[config.mk]
export PLATFORM = sky130hd
export DESIGN_NAME = ioBridge
export DESIGN_NICKNAME = d
export VERILOG_FILES = /design/src/source/ioBridgePkg.sv /design/src/source/fifoIf.sv /design/src/source/ioBridge.sv /design/src/source/reqAckPort.sv /design/src/source/ioFifo.sv
export SDC_FILE = /design/constraint.sdc
export NUM_CORES = 1
export LEC_CHECK = 0
export ABC_AREA = 1
export BUFFER_PORTS_ARGS = -buffer_cell sky130_fd_sc_hd__clkbuf_2
export CORE_MARGIN = 5
export CORE_UTILIZATION = 62
export DETAILED_ROUTE_END_ITERATION = 10
export GPL_TIMING_DRIVEN = 0
export PLACE_DENSITY = 0.89
export SETUP_SLACK_MARGIN = 0.5
export SYNTH_ARGS = -nofsm -noshare
export SYNTH_HDL_FRONTEND = slang
export SYNTH_SLANG_ARGS = --single-unit
[constraint.sdc]
create_clock -name in_clk -period 2.8 [get_ports in_clk]
set_input_delay 0.28 -clock in_clk [delete_from_list [all_inputs] [get_ports in_clk]]
set_output_delay 0.28 -clock in_clk [all_outputs]
set_load 0.03 [all_outputs]
[src/source/ioBridgePkg.sv]
// shared sizes and enums for the byte bridge
// changing addrBits resizes both FIFOs, usable depth stays one below fifoSlots
package ioBridgePkg;

	// every data path is one byte wide
	localparam int dataWidth = 8;

	// pointer width, also the width of used and space
	localparam int addrBits = 4;

	// storage entries per FIFO
	// one slot is always left free so full and empty differ
	localparam int fifoSlots = 1 << addrBits;

	// four-phase handshake FSM of a req/ack port
	typedef enum logic [1:0] {
		// waiting for a rising req
		idle,
		// byte move pending, stalls here on back-pressure
		transfer,
		// ack is high, waiting for the peer to drop req
		ackHigh,
		// req seen low, ack drops on the way out
		waitReqLow
	} portState;

	// direction of a req/ack port relative to its FIFO
	typedef enum logic {
		// the port writes into the FIFO
		portPush,
		// the port reads out of the FIFO
		portPop
	} portDir;

endpackage
[src/source/fifoIf.sv]
// links one FIFO core to one req/ack port
// all signals live in the in_clk domain
interface fifoIf;

	// byte offered by the port when pushing
	logic [ioBridgePkg::dataWidth-1:0] pushData;

	// single-cycle write strobe from the port
	logic push;

	// single-cycle read strobe from the port
	logic pop;

	// current head of the FIFO
	// holds the last byte read while empty
	logic [ioBridgePkg::dataWidth-1:0] headData;

	// status from the core, derived from the pointers
	logic empty;
	logic full;

	// FIFO side
	modport core (
		input pushData,
		input push,
		input pop,
		output headData,
		output empty,
		output full
	);

	// handshake port side
	modport port (
		output pushData,
		output push,
		output pop,
		input headData,
		input empty,
		input full
	);

endinterface

[src/source/ioBridge.sv]
// byte bridge between a CPU bus and an io controller, single in_clk domain
// CPU must not write while cpuFull nor read while cpuEmpty
module ioBridge (
	input logic in_clk,
	input logic reset,

	// CPU write side into the toIo FIFO
	input logic [ioBridgePkg::dataWidth-1:0] cpuWriteData,
	input logic cpuWrite,
	output logic cpuFull,
	output logic [ioBridgePkg::addrBits-1:0] cpuSpace,

	// CPU read side out of the fromIo FIFO
	input logic cpuRead,
	output logic [ioBridgePkg::dataWidth-1:0] cpuReadData,
	output logic cpuEmpty,
	output logic [ioBridgePkg::addrBits-1:0] cpuUsed,

	// io controller writes into fromIo
	input logic ioWriteReq,
	input logic [ioBridgePkg::dataWidth-1:0] ioWriteData,
	output logic ioWriteAck,

	// io controller reads out of toIo
	input logic ioReadReq,
	output logic [ioBridgePkg::dataWidth-1:0] ioReadData,
	output logic ioReadAck
);

	// FIFO to port links, one per direction
	fifoIf toIoBus ();
	fifoIf fromIoBus ();

	// counters of the FIFO sides that have no top level port
	// kept visible for the bound checks
	logic [ioBridgePkg::addrBits-1:0] toIoUsed;
	logic [ioBridgePkg::addrBits-1:0] fromIoSpace;

	// CPU to io direction
	// CPU pushes through the side inputs, the read port pops over the bus
	ioFifo toIoFifo (
		.in_clk(in_clk),
		.reset(reset),
		.bus(toIoBus.core),
		.otherPush(cpuWrite),
		.otherPop(1'b0),
		.otherData(cpuWriteData),
		.used(toIoUsed),
		.space(cpuSpace)
	);

	// io to CPU direction
	// the write port pushes over the bus, CPU pops through the side input
	ioFifo fromIoFifo (
		.in_clk(in_clk),
		.reset(reset),
		.bus(fromIoBus.core),
		.otherPush(1'b0),
		.otherPop(cpuRead),
		.otherData('0),
		.used(cpuUsed),
		.space(fromIoSpace)
	);

	// io controller read handshake
	reqAckPort #(
		.dir(ioBridgePkg::portPop)
	) ioReadPort (
		.in_clk(in_clk),
		.reset(reset),
		.bus(toIoBus.port),
		.req(ioReadReq),
		.data('0),
		.ack(ioReadAck),
		.readData(ioReadData)
	);

	// io controller write handshake, echo of the written byte is not needed
	reqAckPort #(
		.dir(ioBridgePkg::portPush)
	) ioWritePort (
		.in_clk(in_clk),
		.reset(reset),
		.bus(fromIoBus.port),
		.req(ioWriteReq),
		.data(ioWriteData),
		.ack(ioWriteAck),
		.readData()
	);

	// CPU status and read data straight from the cores
	assign cpuFull = toIoBus.full;
	assign cpuEmpty = fromIoBus.empty;
	assign cpuReadData = fromIoBus.headData;

endmodule

[src/source/reqAckPort.sv]
// four-phase req/ack slave, req may be asynchronous, ack is a clean flop output
// peer must hold write data stable from before req rises until ack is seen
module reqAckPort #(
	parameter ioBridgePkg::portDir dir = ioBridgePkg::portPush
) (
	input logic in_clk,
	input logic reset,
	fifoIf.port bus,
	input logic req,
	input logic [ioBridgePkg::dataWidth-1:0] data,
	output logic ack,
	output logic [ioBridgePkg::dataWidth-1:0] readData
);

	// two-flop synchronizer plus one delay stage for edge detection
	logic reqMeta;
	logic reqSync;
	logic reqLast;
	logic reqRise;

	// handshake FSM
	ioBridgePkg::portState state;

	// FIFO can take part in a move this cycle
	logic canMove;
	logic moveByte;

	// bring req into the local clock domain
	always_ff @(posedge in_clk) begin
		if (reset) begin
			reqMeta <= 1'b0;
			reqSync <= 1'b0;
			reqLast <= 1'b0;
		end else begin
			reqMeta <= req;
			reqSync <= reqMeta;
			reqLast <= reqSync;
		end
	end

	// act only on the rising edge of the synchronized req
	assign reqRise = reqSync && !reqLast;

	// the single place where full or empty gates the io side
	assign canMove = (dir == ioBridgePkg::portPush) ? !bus.full : !bus.empty;

	// one byte per handshake, issued in the transfer state
	assign moveByte = (state == ioBridgePkg::transfer) && canMove;

	assign bus.push = moveByte && (dir == ioBridgePkg::portPush);
	assign bus.pop = moveByte && (dir == ioBridgePkg::portPop);
	assign bus.pushData = data;

	// ack rises on the edge that commits the move
	// and falls one cycle after req is seen low
	always_ff @(posedge in_clk) begin
		if (reset) begin
			state <= ioBridgePkg::idle;
			ack <= 1'b0;
		end else begin
			case (state)
				ioBridgePkg::idle: begin
					if (reqRise) begin
						state <= ioBridgePkg::transfer;
					end
				end
				ioBridgePkg::transfer: begin
					// stays here with ack low while the FIFO cannot move
					if (canMove) begin
						state <= ioBridgePkg::ackHigh;
						ack <= 1'b1;
					end
				end
				ioBridgePkg::ackHigh: begin
					if (!reqSync) begin
						state <= ioBridgePkg::waitReqLow;
					end
				end
				ioBridgePkg::waitReqLow: begin
					state <= ioBridgePkg::idle;
					ack <= 1'b0;
				end
				default: begin
					state <= ioBridgePkg::idle;
					ack <= 1'b0;
				end
			endcase
		end
	end

	// popped byte is captured together with ack so it is valid while ack is high
	// a push port keeps the last byte it wrote instead
	always_ff @(posedge in_clk) begin
		if (moveByte) begin
			readData <= (dir == ioBridgePkg::portPop) ? bus.headData : data;
		end
	end

endmodule

[src/source/ioFifo.sv]
// single-clock circular FIFO, holds at most fifoSlots-1 bytes
// no overflow or underflow guard, callers check full and empty first
module ioFifo (
	input logic in_clk,
	input logic reset,
	fifoIf.core bus,
	input logic otherPush,
	input logic otherPop,
	input logic [ioBridgePkg::dataWidth-1:0] otherData,
	output logic [ioBridgePkg::addrBits-1:0] used,
	output logic [ioBridgePkg::addrBits-1:0] space
);

	// byte storage, no reset on the payload
	logic [ioBridgePkg::dataWidth-1:0] mem [ioBridgePkg::fifoSlots];

	// pointers wrap naturally at fifoSlots
	logic [ioBridgePkg::addrBits-1:0] writePtr;
	logic [ioBridgePkg::addrBits-1:0] readPtr;

	// neighbours of the pointers
	logic [ioBridgePkg::addrBits-1:0] writeNext;
	logic [ioBridgePkg::addrBits-1:0] readNext;
	logic [ioBridgePkg::addrBits-1:0] readPrev;

	// merged strobes and write data
	logic doPush;
	logic doPop;
	logic [ioBridgePkg::dataWidth-1:0] writeByte;

	assign writeNext = writePtr + 1'b1;
	assign readNext = readPtr + 1'b1;
	assign readPrev = readPtr - 1'b1;

	// only one source per direction is live at the top level
	assign doPush = bus.push || otherPush;
	assign doPop = bus.pop || otherPop;

	// the port wins if both ever strobe together
	assign writeByte = bus.push ? bus.pushData : otherData;

	// full leaves one slot unused
	assign bus.full = (readPtr == writeNext);
	assign bus.empty = (readPtr == writePtr);

	// fill level and free room from the pointer difference
	assign used = writePtr - readPtr;
	assign space = readPtr - writePtr - 1'b1;

	// head of queue, or the last byte read when drained
	assign bus.headData = bus.empty ? mem[readPrev] : mem[readPtr];

	// storage write
	always_ff @(posedge in_clk) begin
		if (doPush) begin
			mem[writePtr] <= writeByte;
		end
	end

	// write pointer
	always_ff @(posedge in_clk) begin
		if (reset) begin
			writePtr <= '0;
		end else if (doPush) begin
			writePtr <= writeNext;
		end
	end

	// read pointer
	always_ff @(posedge in_clk) begin
		if (reset) begin
			readPtr <= '0;
		end else if (doPop) begin
			readPtr <= readNext;
		end
	end

endmodule

==> flow_summary.ini <==
[sta]
relSlewSlack_pct = 44.43
fmax_mhz = 340.0
period_share_pct = 105.0
timing.final.hold_violations = 0
rsz0062_at_grt = true
fin_crit_ps = 2941
finalSetupViolCount = 8
setup_ws_ps = -140.9
drv_slew = 0
skew_ps = 18.19
worstMarginPinSlew_ps = 830.5

[route]
wl_per_cell_um = 25.03
vias_per_cell = 6.672
met3_length_mm = 5.814
wl_met2_mm = 20.46
met1_length_mm = 14.97
first_pass_iters = 6
ant_nets = 0
highest_layer = met4
drt_first_iter_violations = 1897
vias = 11470
drc = 0
routed_wl_mm = 43.02

[clock_tree]
clock_latency_ps = 570
cts_tree = yes
clk_pin_slew_worst_paths_ps = 70
ctsRootBufferMaster = clkbuf_16
cts_buffers = 29
clk_path_buf_depth = 3
htree_levels = 1
clock-sinks = 296

[power_and_ir_drop]
power_mw = 13.16
p_leak_nw = 5.930
powerDensity_nw_per_um2 = 815.2
peakVddDrop_uv = 768.6

[synth]
synth.avg_cell_area_sq_um = 10.43
ys_seq_area_share_pct = 62.96
synth_area_leaders = edfxtp_1 58%, nand2_1 5.8%, o211ai_1 5.5%
synth_cell_types = 31
synthCells = 1305
synth_top_area_share_pct = 58.25
yosysTopAreaCell = edfxtp_1
ys_ff_latch = 296
mappedNetlistArea_sq_um = 13610
syn-num-nets = 1355
ys.warnings.count = 0

[worst_setup_path]
path_class = flip-flop to output pin
slowest_stage = dfxtp_4
startpoint_type = flip-flop
cp_cell_sequence = inv_4 > buf_8 > clkbuf_16 > ha_4 > buf_12 > buf_8 > buf_16 > o211ai_1 > nand3_1 > nand3_1 > nand2_1 > nand2_1 > nand2_2 > buf_8
end_kind = output pin
cp_slowest_stage_delay_ps = 360
crit_fanout = 7
critPathRequiredTime_ps = 2520
rr_worst_depth = 10
cp.arrival_ps = 2660
r2r_end = fromIoFifo.mem[0][4]$_DFFE_PP_
r2r-start = fromIoFifo.writePtr[1]$_SDFFE_PP0P_
r2r_slack_ps = 540
critPathMostFrequentCell = buf_8

[finish]
nFillCells = 1302
nets = 1466
layout-drive-gt1-share_pct = 17.86
final_area_sq_um = 16150
antenna_cells = 0
syn_to_final_growth_pct = 18.64

[global_route]
grtUsageTotal_pct = 33.49
antenna_found_initial = 0
grt_first_pass_wirelength_mm = 62.89
grt_pass1_vias = 11100
grt_max_degree = 17
grt_overflow_total = 0

[floorplanning]
std_cell_rows = 54
die_area_sq_um = 25010
die_w_um = 158.2
start_util_pct = 62.75
die_height_um = 158.2
ios = 50
coreArea_sq_um = 21690

[status]
violations = setup timing
status = finished, violations left

[min_path]
hold_class = input port to flip-flop
hold_end = fromIoFifo.mem[14][0]$_DFFE_PP_
worstHoldPathCells = 3
worstHoldStart = ioWriteData[0]

[job]
cap_violations = 0

[placement]
gp_congestion = 0.9944
dpl.hpwl_mm = 26.65
dpl_cell_area_sq_um = 14230
port_buffers = 48
-- synthesized netlist by cell type (all sizes together) --
cell type / instances
o21a: 2
fa: 2
o22ai: 10
clkbuf: 41
nor2: 139
dfxtp: 32
xnor2: 4
nand3: 115
clkinv: 3
inv: 115
nor4: 2
o221ai: 12
nand4: 2
xor2: 9
nand2: 210
buf: 35
a21oi: 53
o21ai: 125
nand3b: 1
nor3: 3
ha: 26
o211ai: 100
edfxtp: 264
-- registers in the layout (all words and copies together), names as in the netlist, 2 cells and up, named ones only --
register,cells
fromIoFifo.mem,128
fromIoFifo.readPtr,4
fromIoFifo.writePtr,4
ioReadPort.readData,8
ioReadPort.state,2
ioWritePort.state,2
toIoFifo.mem,128
toIoFifo.readPtr,4
toIoFifo.writePtr,4
-- cell usage in the layout (no fill, tap or decap), drive strengths merged --
master,netlist,final
edfxtp,264,264
nand2,210,210
nor2,139,139
o21ai,125,125
inv,115,120
nand3,115,116
clkbuf,41,113
o211ai,100,100
buf,35,73
a21oi,53,53
dfxtp,32,32
ha,26,26
clkinv,3,15
o221ai,12,12
o22ai,10,10
xor2,9,9
xnor2,4,4
nor3,3,3
dlygate4sd3,0,3
nand4,2,2
o21a,2,2
fa,2,2
clkinvlp,0,2
nor4,2,2
nand3b,1,1
bufbuf,0,1
-- what timing repair did --
| item | in CTS | in global routing |
|---|---|---|
| hold buffers | 3 | 0 |
| endpoints found under the setup margin | 262 | 147 |
| endpoints found under the hold margin | 4 | 0 |
| setup buffers | 12 | 9 |
| gates cloned | 4 | 1 |
| pin swaps | 31 | 27 |
| resized for setup | 147 | 76 |
-- cells by family after synthesis --
family	after synthesis	share of synthesized area, %
XOR/XNOR	13	1.002
adder cells (fa/ha/maj)	28	2.685
flip-flops	296	62.96
buffers and inverters	194	5.617
AND/OR/NAND/NOR	472	14.33
AO/OA/AOI/OAI	302	13.40
-- critical path, delay by kind of cell, from the launching register on --
kind,cells,cell delay [ps]
fa+ha+maj,1,290
buf+inv,7,840
simple gates,5,480
compound gates,1,80
flops,1,360
-- power by group --
group	switching [mW]	internal [mW]	total, mW
Combinational	2.83	1.40	4.23
Sequential	0.139	5.14	5.28
Clock	1.73	1.93	3.66
-- how the worst max path moves through the flow --
stage / slack, ps / end / startpoint
after floorplan: 510 / cpuReadData[0] / fromIoFifo.readPtr[0]$_SDFFE_PP0P_
after global placement: -550 / cpuReadData[7] / fromIoFifo.readPtr[0]$_SDFFE_PP0P_
after detailed placement: -540 / cpuReadData[7] / fromIoFifo.readPtr[0]$_SDFFE_PP0P_
after CTS: -70 / cpuReadData[1] / fromIoFifo.readPtr[0]$_SDFFE_PP0P_
after global routing: -190 / cpuReadData[5] / fromIoFifo.readPtr[0]$_SDFFE_PP0P_
final: -140 / cpuReadData[5] / fromIoFifo.readPtr[0]$_SDFFE_PP0P_
-- per-stage QoR --
stage / hold slack, ps / setup TNS (ps) / utilization, % / worst slack, ps / std cells
2_1_floorplan: 378.9 / 0 / - / 511.2 / 1305
3_3_place_gp: 396.3 / -12030 / 65.48 / -546.4 / 1633
3_5_place_dp: 401.8 / -10000 / 65.63 / -541.2 / 1636
4_1_cts: 123.5 / -451.8 / 73.18 / -70.26 / 1709
5_1_grt: 140.2 / -1355 / 74.45 / -190.1 / 1719
6_report: 134.5 / -857.1 / 74.45 / -140.9 / 1719
-- layer usage --
| layer | track usage [%] | vias to the layer above |
|---|---|---|
| li1 | - | 4855 |
| met1 | 44.65 | 5379 |
| met2 | 54.73 | 1051 |
| met3 | 7.600 | 184 |
| met4 | 11.74 | 0 |
| met5 | 0 | - |
-- layout make-up --
class	instances	area [sq um]	share of cell area, %
clock inverters	18	115.1	0.7129
multi-input cells	816	4701	29.11
flip-flops and latches	296	8600	53.26
plain buffers	76	435.4	2.697
repair inverters	1	6.256	0.03874
inverters	118	471.7	2.921
well taps	280	350.3	2.170
repair buffers	78	715.7	4.432
clock buffers	36	752.0	4.657
Power figures use the tool's default switching activity.
